[config.mk]
export PLATFORM = sky130hd
export DESIGN_NAME = armCtrlTop
export DESIGN_NICKNAME = d
export VERILOG_FILES = /design/src/source/isaPkg.sv /design/src/source/pipePkg.sv /design/src/source/hazardIf.sv /design/src/source/armCtrlTop.sv /design/src/source/hazardUnit.sv /design/src/source/ctrlPipeline.sv /design/src/source/condUnit.sv /design/src/source/instrDecoder.sv
export SDC_FILE = /design/constraint.sdc
export NUM_CORES = 1
export LEC_CHECK = 0
export CORE_MARGIN = 2
export CORE_UTILIZATION = 50
export DETAILED_ROUTE_END_ITERATION = 10
export DONT_BUFFER_PORTS = 1
export PLACE_DENSITY = 0.74
export SETUP_SLACK_MARGIN = 0.15
export SYNTH_ARGS = -nofsm -noshare
export SYNTH_HDL_FRONTEND = slang
export SYNTH_SLANG_ARGS = --single-unit
[constraint.sdc]
create_clock -name clk -period 2.8 [get_ports clk]
set_input_delay 0.28 -clock clk [delete_from_list [all_inputs] [get_ports clk]]
set_output_delay 0.28 -clock clk [all_outputs]
set_load 0.005 [all_outputs]
[src/source/isaPkg.sv]
`default_nettype none

package isaPkg;

  // Instruction class, bits 27:26
  typedef enum logic [1:0] {
    dataProc    = 2'b00,
    memory      = 2'b01,
    branch      = 2'b10,
    undefinedOp = 2'b11
  } instrClassE;

  typedef enum logic [3:0] {
    condEq, condNe, condCs, condCc,
    condMi, condPl, condVs, condVc,
    condHi, condLs, condGe, condLt,
    condGt, condLe, condAl, condNv
  } condE;

  // Data-processing opcodes, bits 24:21
  typedef enum logic [3:0] {
    opAnd, opEor, opSub, opRsb,
    opAdd, opAdc, opSbc, opRsc,
    opTst, opTeq, opCmp, opCmn,
    opOrr, opMov, opBic, opMvn
  } aluOpE;

  localparam logic [3:0] pcReg = 4'd15;  // R15 is the PC

  typedef struct packed {
    logic n;
    logic z;
    logic c;
    logic v;
  } flagsT;

  localparam int condMsb  = 31;
  localparam int condLsb  = 28;
  localparam int classMsb = 27;
  localparam int classLsb = 26;
  localparam int immBit   = 25;  // I bit of data processing
  localparam int opMsb    = 24;
  localparam int opLsb    = 21;
  localparam int sBit     = 20;  // Set flags
  localparam int lBit     = 20;  // Load, 0 means store
  localparam int rnMsb    = 19;
  localparam int rnLsb    = 16;
  localparam int rdMsb    = 15;
  localparam int rdLsb    = 12;

endpackage

`default_nettype wire
[src/source/pipePkg.sv]
`default_nettype none

package pipePkg;

  // Decoded controls of one instruction
  typedef struct packed {
    logic [1:0]    regSrc;
    logic [1:0]    immSrc;
    logic          aluSrc;
    logic          memtoReg;
    logic          regWrite;
    logic          memWrite;
    logic          branch;
    logic          pcSrc;
    logic [1:0]    flagWrite;   // NZ, CV
    isaPkg::aluOpE aluControl;
    logic          rSelect;     // Register, immediate shift
    logic          rsrSelect;   // Register, register shift
  } ctrlWordT;

  // Execute-stage register, decode-only fields dropped
  typedef struct packed {
    logic          aluSrc;
    logic          memtoReg;
    logic          regWrite;
    logic          memWrite;
    logic          branch;
    logic          pcSrc;
    logic [1:0]    flagWrite;
    isaPkg::aluOpE aluControl;
    logic          rSelect;
    logic          rsrSelect;
    isaPkg::condE  cond;
    logic [2:0]    shiftOp;
    logic [3:0]    rd;
  } exStageT;

endpackage

`default_nettype wire

[src/source/hazardIf.sv]
`timescale 1ns/1ps
`default_nettype none

interface hazardIf (
  input logic clk
);

  logic       regWriteM;
  logic       memtoRegE;     // Load in execute
  logic [3:0] rdE;
  logic       pcWrPendingF;
  logic       branchTakenE;

  logic       stallE;
  logic       stallM;
  logic       flushE;
  logic       flushW;

  modport pipe (
    output regWriteM, memtoRegE, rdE, pcWrPendingF, branchTakenE,
    input  stallE, stallM, flushE, flushW
  );

  modport haz (
    input  clk,
    input  regWriteM, memtoRegE, rdE, pcWrPendingF, branchTakenE,
    output stallE, stallM, flushE, flushW
  );

endinterface

`default_nettype wire

[src/source/armCtrlTop.sv]
`timescale 1ns/1ps
`default_nettype none

module armCtrlTop (
  input  logic          clk,
  input  logic          rstN,
  input  logic [31:0]   instrD,
  input  isaPkg::flagsT aluFlagsE,
  input  logic [2:0]    shiftOpD,
  input  logic          noRegWrite,
  input  logic          memStall,
  output logic [1:0]    regSrcD,
  output logic [1:0]    immSrcD,
  output logic          aluSrcE,
  output isaPkg::aluOpE aluControlE,
  output logic          rSelectE,
  output logic          rsrSelectE,
  output logic [2:0]    shiftOpE,
  output logic [1:0]    prevCvE,
  output logic          branchTakenE,
  output logic          memWriteM,
  output logic          memtoRegW,
  output logic          regWriteW,
  output logic          pcSrcW,
  output logic          stallF,
  output logic          stallD,
  output logic          flushD
);

  hazardIf hz (.clk(clk));

  ctrlPipeline i_ctrlPipeline (
    .clk         (clk),
    .rstN        (rstN),
    .instrD      (instrD),
    .shiftOpD    (shiftOpD),
    .aluFlagsE   (aluFlagsE),
    .noRegWrite  (noRegWrite),
    .hz          (hz.pipe),
    .regSrcD     (regSrcD),
    .immSrcD     (immSrcD),
    .aluSrcE     (aluSrcE),
    .aluControlE (aluControlE),
    .rSelectE    (rSelectE),
    .rsrSelectE  (rsrSelectE),
    .shiftOpE    (shiftOpE),
    .prevCvE     (prevCvE),
    .memWriteM   (memWriteM),
    .memtoRegW   (memtoRegW),
    .regWriteW   (regWriteW),
    .pcSrcW      (pcSrcW)
  );

  hazardUnit i_hazardUnit (
    .instrD   (instrD),
    .memStall (memStall),
    .hz       (hz.haz),
    .stallF   (stallF),
    .stallD   (stallD),
    .flushD   (flushD)
  );

  assign branchTakenE = hz.branchTakenE;

endmodule

`default_nettype wire

[src/source/hazardUnit.sv]
`timescale 1ns/1ps
`default_nettype none

module hazardUnit (
  input  logic [31:0] instrD,
  input  logic        memStall,
  hazardIf.haz        hz,
  output logic        stallF,
  output logic        stallD,
  output logic        flushD
);

  isaPkg::instrClassE instrClassD;
  logic [3:0]         rnD;
  logic [3:0]         rdD;
  logic               isStoreD;
  logic               rnMatch;
  logic               rdMatch;
  logic               loadUse;

  assign instrClassD = isaPkg::instrClassE'(instrD[isaPkg::classMsb:isaPkg::classLsb]);
  assign rnD         = instrD[isaPkg::rnMsb:isaPkg::rnLsb];
  assign rdD         = instrD[isaPkg::rdMsb:isaPkg::rdLsb];
  assign isStoreD    = (instrClassD == isaPkg::memory) & ~instrD[isaPkg::lBit];

  // STR also reads Rd as store data
  assign rnMatch = (hz.rdE == rnD);
  assign rdMatch = isStoreD & (hz.rdE == rdD);

  // Masked while memStall freezes the whole pipe
  assign loadUse = hz.memtoRegE & (rnMatch | rdMatch) & ~memStall;

  assign stallF = loadUse | memStall | hz.pcWrPendingF;
  assign stallD = loadUse | memStall;
  assign flushD = (hz.pcWrPendingF | hz.branchTakenE) & ~memStall;

  assign hz.flushE = loadUse | (hz.branchTakenE & ~memStall);
  assign hz.stallE = memStall;
  assign hz.stallM = memStall;
  assign hz.flushW = memStall;

  // The bubble flushed into execute ends the stall
  assert property (@(posedge hz.clk)
    loadUse |=> !loadUse)
    else $error("hazardUnit: load-use stall longer than one cycle");

endmodule

`default_nettype wire

[src/source/ctrlPipeline.sv]
`timescale 1ns/1ps
`default_nettype none

module ctrlPipeline (
  input  logic          clk,
  input  logic          rstN,
  input  logic [31:0]   instrD,
  input  logic [2:0]    shiftOpD,
  input  isaPkg::flagsT aluFlagsE,
  input  logic          noRegWrite,
  hazardIf.pipe         hz,
  output logic [1:0]    regSrcD,
  output logic [1:0]    immSrcD,
  output logic          aluSrcE,
  output isaPkg::aluOpE aluControlE,
  output logic          rSelectE,
  output logic          rsrSelectE,
  output logic [2:0]    shiftOpE,
  output logic [1:0]    prevCvE,
  output logic          memWriteM,
  output logic          memtoRegW,
  output logic          regWriteW,
  output logic          pcSrcW
);

  pipePkg::ctrlWordT ctrlD;
  pipePkg::exStageT  exNext;
  pipePkg::exStageT  exStage;
  isaPkg::flagsT     flagsE;
  logic              condExE;
  logic              regWriteGatedE;
  logic              memWriteGatedE;
  logic              pcSrcGatedE;
  logic              memtoRegM;
  logic              regWriteM;
  logic              pcSrcM;

  instrDecoder i_instrDecoder (
    .instrD   (instrD),
    .shiftOpD (shiftOpD),
    .ctrlD    (ctrlD)
  );

  assign regSrcD = ctrlD.regSrc;
  assign immSrcD = ctrlD.immSrc;

  always_comb begin
    exNext.aluSrc     = ctrlD.aluSrc;
    exNext.memtoReg   = ctrlD.memtoReg;
    exNext.regWrite   = ctrlD.regWrite;
    exNext.memWrite   = ctrlD.memWrite;
    exNext.branch     = ctrlD.branch;
    exNext.pcSrc      = ctrlD.pcSrc;
    exNext.flagWrite  = ctrlD.flagWrite;
    exNext.aluControl = ctrlD.aluControl;
    exNext.rSelect    = ctrlD.rSelect;
    exNext.rsrSelect  = ctrlD.rsrSelect;
    exNext.cond       = isaPkg::condE'(instrD[isaPkg::condMsb:isaPkg::condLsb]);
    exNext.shiftOp    = shiftOpD;
    exNext.rd         = instrD[isaPkg::rdMsb:isaPkg::rdLsb];
  end

  always_ff @(posedge clk or negedge rstN) begin
    if (!rstN) begin
      exStage <= '0;
    end else if (hz.flushE) begin
      exStage <= '0;  // Flush beats stall
    end else if (!hz.stallE) begin
      exStage <= exNext;
    end
  end

  condUnit i_condUnit (
    .clk       (clk),
    .rstN      (rstN),
    .stallE    (hz.stallE),
    .cond      (exStage.cond),
    .aluFlags  (aluFlagsE),
    .flagWrite (exStage.flagWrite),
    .condEx    (condExE),
    .flags     (flagsE)
  );

  assign aluSrcE     = exStage.aluSrc;
  assign aluControlE = exStage.aluControl;
  assign rSelectE    = exStage.rSelect;
  assign rsrSelectE  = exStage.rsrSelect;
  assign shiftOpE    = exStage.shiftOp;
  assign prevCvE     = {flagsE.c, flagsE.v};  // Carry in for ADC, SBC, RSC

  assign regWriteGatedE  = exStage.regWrite & condExE & ~noRegWrite;
  assign memWriteGatedE  = exStage.memWrite & condExE;
  assign pcSrcGatedE     = exStage.pcSrc & condExE;
  assign hz.branchTakenE = exStage.branch & condExE;
  assign hz.memtoRegE    = exStage.memtoReg;
  assign hz.rdE          = exStage.rd;

  always_ff @(posedge clk or negedge rstN) begin
    if (!rstN) begin
      {memWriteM, memtoRegM, regWriteM, pcSrcM} <= '0;
    end else if (!hz.stallM) begin
      {memWriteM, memtoRegM, regWriteM, pcSrcM} <=
        {memWriteGatedE, exStage.memtoReg, regWriteGatedE, pcSrcGatedE};
    end
  end

  assign hz.regWriteM = regWriteM;

  always_ff @(posedge clk or negedge rstN) begin
    if (!rstN) begin
      {memtoRegW, regWriteW, pcSrcW} <= '0;
    end else if (hz.flushW) begin
      {memtoRegW, regWriteW, pcSrcW} <= '0;  // Bubble during memory stall
    end else begin
      {memtoRegW, regWriteW, pcSrcW} <= {memtoRegM, regWriteM, pcSrcM};
    end
  end

  assign hz.pcWrPendingF = ctrlD.pcSrc | exStage.pcSrc | pcSrcM;

  // Writeback fills only while the memory stage moves
  assert property (@(posedge clk) disable iff (!rstN)
    $rose(regWriteW) |-> $past(regWriteM && !hz.stallM))
    else $error("ctrlPipeline: regWriteW rose without a moving regWriteM");

  assert property (@(posedge clk) disable iff (!rstN)
    $rose(pcSrcW) |-> $past(pcSrcM && !hz.stallM))
    else $error("ctrlPipeline: pcSrcW rose without a moving pcSrcM");

endmodule

`default_nettype wire

[src/source/condUnit.sv]
`timescale 1ns/1ps
`default_nettype none

module condUnit (
  input  logic          clk,
  input  logic          rstN,
  input  logic          stallE,
  input  isaPkg::condE  cond,
  input  isaPkg::flagsT aluFlags,
  input  logic [1:0]    flagWrite,
  output logic          condEx,
  output isaPkg::flagsT flags
);

  logic ge;

  assign ge = (flags.n == flags.v);

  always_comb begin
    case (cond)
      isaPkg::condEq: condEx = flags.z;
      isaPkg::condNe: condEx = ~flags.z;
      isaPkg::condCs: condEx = flags.c;
      isaPkg::condCc: condEx = ~flags.c;
      isaPkg::condMi: condEx = flags.n;
      isaPkg::condPl: condEx = ~flags.n;
      isaPkg::condVs: condEx = flags.v;
      isaPkg::condVc: condEx = ~flags.v;
      isaPkg::condHi: condEx = flags.c & ~flags.z;
      isaPkg::condLs: condEx = ~flags.c | flags.z;
      isaPkg::condGe: condEx = ge;
      isaPkg::condLt: condEx = ~ge;
      isaPkg::condGt: condEx = ~flags.z & ge;
      isaPkg::condLe: condEx = flags.z | ~ge;
      isaPkg::condAl: condEx = 1'b1;
      default:        condEx = 1'b0;  // NV never executes
    endcase
  end

  // NZ and CV groups are written independently
  always_ff @(posedge clk or negedge rstN) begin
    if (!rstN) begin
      flags <= '0;
    end else if (!stallE) begin
      if (condEx && flagWrite[1]) begin
        flags.n <= aluFlags.n;
        flags.z <= aluFlags.z;
      end
      if (condEx && flagWrite[0]) begin
        flags.c <= aluFlags.c;
        flags.v <= aluFlags.v;
      end
    end
  end

  // Decoder never hands NV to a moving execute stage
  assert property (@(posedge clk) disable iff (!rstN)
    !stallE |-> cond != isaPkg::condNv)
    else $error("condUnit: NV condition in execute");

endmodule

`default_nettype wire

[src/source/instrDecoder.sv]
`timescale 1ns/1ps
`default_nettype none

module instrDecoder (
  input  logic [31:0]       instrD,
  input  logic [2:0]        shiftOpD,
  output pipePkg::ctrlWordT ctrlD
);

  isaPkg::instrClassE instrClass;
  logic               immForm;
  logic               setFlags;
  logic               isLoad;
  logic [3:0]         rd;

  assign instrClass = isaPkg::instrClassE'(instrD[isaPkg::classMsb:isaPkg::classLsb]);
  assign immForm    = instrD[isaPkg::immBit];
  assign setFlags   = instrD[isaPkg::sBit];
  assign isLoad     = instrD[isaPkg::lBit];
  assign rd         = instrD[isaPkg::rdMsb:isaPkg::rdLsb];

  always_comb begin
    ctrlD = '0;  // Undefined class stays a bubble
    case (instrClass)
      isaPkg::dataProc: begin
        ctrlD.regSrc     = 2'b00;
        ctrlD.immSrc     = 2'b00;
        ctrlD.aluSrc     = immForm;
        ctrlD.regWrite   = 1'b1;  // Compares cleared later via noRegWrite
        ctrlD.aluControl = isaPkg::aluOpE'(instrD[isaPkg::opMsb:isaPkg::opLsb]);
        ctrlD.flagWrite  = {2{setFlags}};
        ctrlD.rSelect    = ~immForm & ~shiftOpD[0];  // shiftOpD[0] is instr bit 4
        ctrlD.rsrSelect  = ~immForm & shiftOpD[0];
      end
      isaPkg::memory: begin
        ctrlD.immSrc     = 2'b01;
        ctrlD.aluSrc     = 1'b1;
        ctrlD.aluControl = isaPkg::opAdd;  // Base plus offset
        if (isLoad) begin
          ctrlD.regSrc   = 2'b00;
          ctrlD.memtoReg = 1'b1;
          ctrlD.regWrite = 1'b1;
        end else begin
          ctrlD.regSrc   = 2'b10;  // Rd read as store data
          ctrlD.memWrite = 1'b1;
        end
      end
      isaPkg::branch: begin
        ctrlD.regSrc     = 2'b01;  // PC as first operand
        ctrlD.immSrc     = 2'b10;
        ctrlD.aluSrc     = 1'b1;
        ctrlD.branch     = 1'b1;
        ctrlD.aluControl = isaPkg::opAdd;
      end
      default: begin
        ctrlD = '0;
      end
    endcase

    // Any write to R15 redirects fetch
    ctrlD.pcSrc = ctrlD.branch | (ctrlD.regWrite & (rd == isaPkg::pcReg));
  end

endmodule

`default_nettype wire

# Word-level counts from Yosys, hierarchy flattened
# Cells that the tools add are included.
classes:
  n_eq_ne: 21
  mux: 17
  n_bitwise: 36
  n_reduce_logical: 7
op_table:
  columns: ["cell", "n"]
  rows:
  - ["$mux W25", 2]
  - ["$eq A4 B4 Y1 const B", 8]
  - ["$and A1 B1 Y1", 16]
  - ["$eq A4 B3 Y1 const B", 4]
  - ["$pmux W1 S15", 1]
  - ["$pmux W5 S3", 1]
  - ["$not A1 Y1", 10]
  - ["$or A1 B1 Y1", 10]
  - ["$eq A4 B2 Y1 const B", 2]
  - ["$eq A4 B4 Y1", 2]
  - ["$mux W2", 4]
  - ["$pmux W4 S2", 1]
  - ["$mux W1", 7]
  - ["$eq A4 B1 Y1 const B", 1]
  - ["$logic_not A4 Y1", 1]
  - ["$reduce_and A2 Y1", 2]
  - ["$eq A2 B1 Y1 const B", 1]
  - ["$eq A2 B2 Y1 const B", 1]
  - ["$logic_and A1 B1 Y1", 2]
  - ["$logic_not A2 Y1", 1]
  - ["$ne A2 B1 Y1 const B", 1]
  - ["$pmux W1 S2", 1]
  - ["$reduce_or A2 Y1", 1]
  - ["$eq A1 B1 Y1", 1]
word_totals:
  ff_bits: 36
  output_inout_bits: 24
  word_cells: 105

# Logic depth before layout (Yosys ltp)
logic_depth:
  ltp_word: 8
  mapped_depth: 8
  mapped_depth_nobuf: 7

# Hierarchy
# A second synthesis with hierarchy kept.
unflattened:
  hier_cells: 209
  area_unflattened_um2: 2134.5
modules_own_cells:
  columns: ["module", "n_inst", "cells_per_inst", "area_per_inst_um2", "seq_area_each_um2"]
  rows:
  - ["ctrlPipeline", 1, 113, 1391.3, 800.8]
  - ["condUnit", 1, 46, 371.6, 100.1]
  - ["instrDecoder", 1, 29, 216.5, 0.0]
  - ["hazardUnit", 1, 21, 155.1, 0.0]

# Least setup slack after synthesis
# Ideal clock, no wire load.
synth_path:
  path_type: "register to output"
  startpoint: "reg i_ctrlPipeline.exStage[7] in the netlist's numbering"
  endpoint: "out flushD"
  arrival_ns: 1.739
  required_ns: 2.520
  path_slack_ns: 0.781
  path_stages_with_launch: 7
  path_cell_list: "dfrtp_1 buf_4 and4bb_1 mux2i_1 a311o_1 a31oi_2 o41a_1"
synth_via:
  elab_chain_len: 5
synth_rtl:
  columns: ["item", "line_no", "source"]
  rows:
  - ["start: declaration", "ctrlPipeline.sv:28", "pipePkg::exStageT exStage;"]
  - ["start signal: assignment", "ctrlPipeline.sv:69", "exStage <= exNext;"]
  - ["$eq A4 B4 Y1, or another cell as far along", "condUnit.sv:20", "case (cond)"]
  - ["$pmux W1 S15 (*)", "condUnit.sv:20", null]
  - ["$and A1 B1 Y1 (*)", "ctrlPipeline.sv:94", "assign hz.branchTakenE = exStage.branch & condExE;"]
  - ["$or A1 B1 Y1 (*)", "hazardUnit.sv:35", "assign flushD = (hz.pcWrPendingF | hz.branchTakenE) & ~memStall;"]
  - ["$and A1 B1 Y1 (*)", "hazardUnit.sv:35", null]
  - ["end: declaration", "armCtrlTop.sv:27", "output logic flushD"]
# Every way passes the cells marked *; elsewhere a longest branch is shown, timed or not.

# Worst setup path after layout
layout_path:
  startpoint: "reg i_ctrlPipeline.i_condUnit.flags[3] in the netlist's numbering"
  endpoint: "out flushD"
layout_via:
  elab_chain_len: 7
layout_rtl:
  columns: ["item", "line_no", "source"]
  rows:
  - ["start: declaration", "condUnit.sv:12", "output isaPkg::flagsT flags"]
  - ["$eq A1 B1 Y1", "condUnit.sv:17", "assign ge = (flags.n == flags.v);"]
  - ["$not A1 Y1", "condUnit.sv:32, condUnit.sv:34", null]
  - ["$or A1 B1 Y1", "condUnit.sv:34", "isaPkg::condLe: condEx = flags.z | ~ge;"]
  - ["$pmux W1 S15 (*)", "condUnit.sv:20", null]
  - ["$and A1 B1 Y1 (*)", "ctrlPipeline.sv:94", null]
  - ["$or A1 B1 Y1 (*)", "hazardUnit.sv:35", null]
  - ["$and A1 B1 Y1 (*)", "hazardUnit.sv:35", null]
# Marks and branches as above.

==> run_results.csv <==
group,metric,value,unit
critical_path,cp-start-kind,"register",
die,core_area,3690,um2
timing,fin_crit,2.54,ns
critical_path,worstPathRequired,2.52,ns
synth,ys_ff_latch,35,
worst_hold_path,whs_endpoint,"i_ctrlPipeline.pcSrcW",
job,drv_cap,0,
drt,firstDrtPassIters,4,
timing,finalCritPeriodShare,90.6,%
die,die-area,4380,um2
critical_path,critical_path.top_delay_family,"compound AO/OA/AOI/OAI gates",
finish,fillers,337,
power_and_ir_drop,total_power,0.00132,W
synth,yosysSeqAreaShare,45.3,%
synth,yosysUniqueCellTypes,43,
clock_tree,cts_tree,"yes",
timing,clock_skew,0.00159,ns
global_routing,grt_max_degree,36,
placement,dpl.hpwl,2860,um
worst_hold_path,whs_path_depth,1,
critical_path,crit_slowest_cell,"dfrtp_1",
synth,synth_common_cells,"dfrtp_1, nand2_1, nand3_1",
power_and_ir_drop,p_per_area,663,nW/um2
synth,synthArstFlopShare,100,%
outcome,status,"finished, final reports clean",
die,die_y,66.2,um
drt,viasPerCell,6.03,
timing,rsz0062_at_grt,"no",
clock_tree,clockBufferDepth,2,
die,start_util,52.4,%
drt,wl_per_cell,16.5,um
global_routing,first_global_vias,1362,
global_routing,grt_overflow,0,
global_routing,grt_usage,19.3,%
synth,netlist.area_leader.share,45.3,%
synth,yosys.area.top_type,"dfrtp_1",
global_routing,antenna_found_initial,0,
power_and_ir_drop,irDropWorstVdd,323,uV
critical_path,crit_type,"register to output port",
timing,setup_viol,0,
timing,hold_viol,0,
drt,wl,3840,um
clock_tree,htree_levels,2,
clock_tree,postCtsSetupRepairBufs,0,
synth,synthFlopType,"dfrtp_1",
finish,final_nets,232,
clock_tree,clk_pin_slew,0.06,ns
drt,drt_iter0_drc,108,
synth,synth.most_common_cell,"dfrtp_1",
placement,gp_congestion,0.741,
clock_tree,cts_buffers,5,
placement,port_buffers,0,
critical_path,crit_start,"i_ctrlPipeline.i_condUnit.flags[3]",
clock_tree,clock_sinks,35,
synth,syn_area,1930,um2
synth,syn_nets,241,
synth,synth.area.top_cells,"dfrtp_1, nand2_1, buf_4",
timing,slew_violations,0,
critical_path,reg2reg_depth,5,
critical_path,worst_setup_path_end_kind,"output port",
synth,yosys_warnings,0,
critical_path,cp_cell_sequence,"xnor2_1, mux2i_1, a311o_1, a31oi_2, buf_4, o41a_1",
die,rows,22,
synth,synth_edf_count,0,
finish,area_growth,3.04,%
critical_path,r2r_end,"i_ctrlPipeline.i_condUnit.flags[3]",
finish,layout-drive-gt1-share,11.9,%
timing,setup_tns,0,ns
worst_hold_path,worstHoldStart,"memStall",
timing,slew_headroom,67.3,%
drt,vias,1405,
clock_tree,clk_latency,0.28,ns
critical_path,slowest_delay,0.43,ns
timing,max_freq,394,MHz
critical_path,path_buf_inv,1,
power_and_ir_drop,p_leak,0.860,nW
drt,ant_nets,0,
synth,synth_area_per_cell,10.0,um2
critical_path,path_max_fanout,15,
global_routing,grt_pass1_wl,6470,um
drt,drc,0,
critical_path,reg2reg_from,"i_ctrlPipeline.exStage[7]",
critical_path,reg2reg_slack,0.62,ns
worst_hold_path,hp-class,"input port to register",
die,io_pins,67,
critical_path,cp.arrival,2.26,ns
finish,diodes,0,
timing,worstMarginPinSlew,0.490,ns
die,fp.dieW,66.2,um
clock_tree,cts_root_buf,"clkbuf_8",
synth,syn_inst,193,
where the power goes:
| part | total (W) | leakage (nW) | switching, W | internal [W] |
|---|---|---|---|---|
| combinational | 0.000306 | 0.366 | 0.000154 | 0.000152 |
| clock | 0.000336 | 0.0422 | 0.000162 | 0.000174 |
| sequential | 0.000681 | 0.452 | 0.0000966 | 0.000585 |
sequential cells by signal (all words and copies together) (netlist names):
register                         count
i_ctrlPipeline.hz.rdE                4
i_ctrlPipeline.memtoRegW             1
i_ctrlPipeline.rSelectE              1
i_ctrlPipeline.memWriteM             1
i_ctrlPipeline.pcSrcW                1
i_ctrlPipeline.aluControlE           4
i_ctrlPipeline.aluSrcE               1
i_ctrlPipeline.hz.memtoRegE          1
i_ctrlPipeline.shiftOpE              3
i_ctrlPipeline.regWriteW             1
i_ctrlPipeline.exStage               9
i_ctrlPipeline.memtoRegM             1
i_ctrlPipeline.pcSrcM                1
i_ctrlPipeline.i_condUnit.flags      4
i_ctrlPipeline.rsrSelectE            1
i_ctrlPipeline.hz.regWriteM          1
worst max-delay path by stage:
| stage | endpoint | slack (ns) | cells after the start |
|---|---|---|---|
| after detailed placement | flushD | 0.58 | 6 |
| after floorplan | flushD | 0.78 | 6 |
| after CTS | flushD | 0.24 | 6 |
| after global routing | flushD | 0.15 | 6 |
| final | flushD | 0.26 | 6 |
| after global placement | flushD | 0.65 | 6 |
cell families (layout without fill, tap and decap cells):
family	after synthesis	count (layout)	synth area share (%)
and+or+nand+nor	60	60	15.7
AOI/OAI and AO/OA	44	44	17.6
DFF	35	35	45.3
buffers and inverters	31	23	9.18
xor gates and xnor gates	10	10	4.53
muxes	8	8	4.46
adders and majority gates	5	5	3.23
through the flow:
step / worst slack (ns) / hold slack (ns) / std cells / utilization (%) / instance area [um2]
final: 0.263 / 0.0558 / 233 / 54.0 / 1990
after global routing: 0.152 / 0.0495 / 233 / 54.0 / 1990
after CTS: 0.237 / 0.0470 / 233 / 54.0 / 1990
after detailed placement: 0.577 / -0.0146 / 223 / 51.0 / 1880
after global placement: 0.650 / -0.0146 / 223 / 51.0 / 1880
after floorplan: 0.781 / -0.0156 / 193 / - / 1930
placed cells by master, fill, tap and decap left out, drive strengths merged, types with 2 or more instances in the layout:
cell type,instances
nor2b,3
nor3,2
o22ai,2
nand2,26
o41ai,6
a22o,2
o21bai,2
xor2,5
inv,9
dfrtp,35
nand3b,3
mux2,5
nand4,3
nand2b,2
nor2,2
nand3,13
clkbuf,7
xnor2,5
ha,5
mux2i,3
a31oi,4
buf,5
o21ai,13
a21oi,4
o31ai,4
final cells by class:
cell class	count	area, um2	area share (%)
Multi-Input combinational cell	127	881	44.2
Sequential cell	35	877	44.0
Clock buffer	7	76.3	3.83
Timing Repair Buffer	6	60.1	3.01
Tap cell	48	60.1	3.01
Inverter	9	33.8	1.69
Clock inverter	1	5.00	0.251
layer usage:
metal  GRT usage (%)  wire length (um)  up-vias
li1                -                 -      662
met1            24.7              1610      676
met2            30.8              1840       58
met3            5.79               327        9
met4            7.14                64        0
met5               0                 0        -
repair_timing:
| item | in CTS | in global routing |
|---|---|---|
| setup endpoints to repair | 0 | 1 |
| resized for setup | 0 | 1 |
| hold buffers | 2 | 0 |
| hold endpoints to repair | 35 | 0 |
Power figures use the tool's default switching activity.
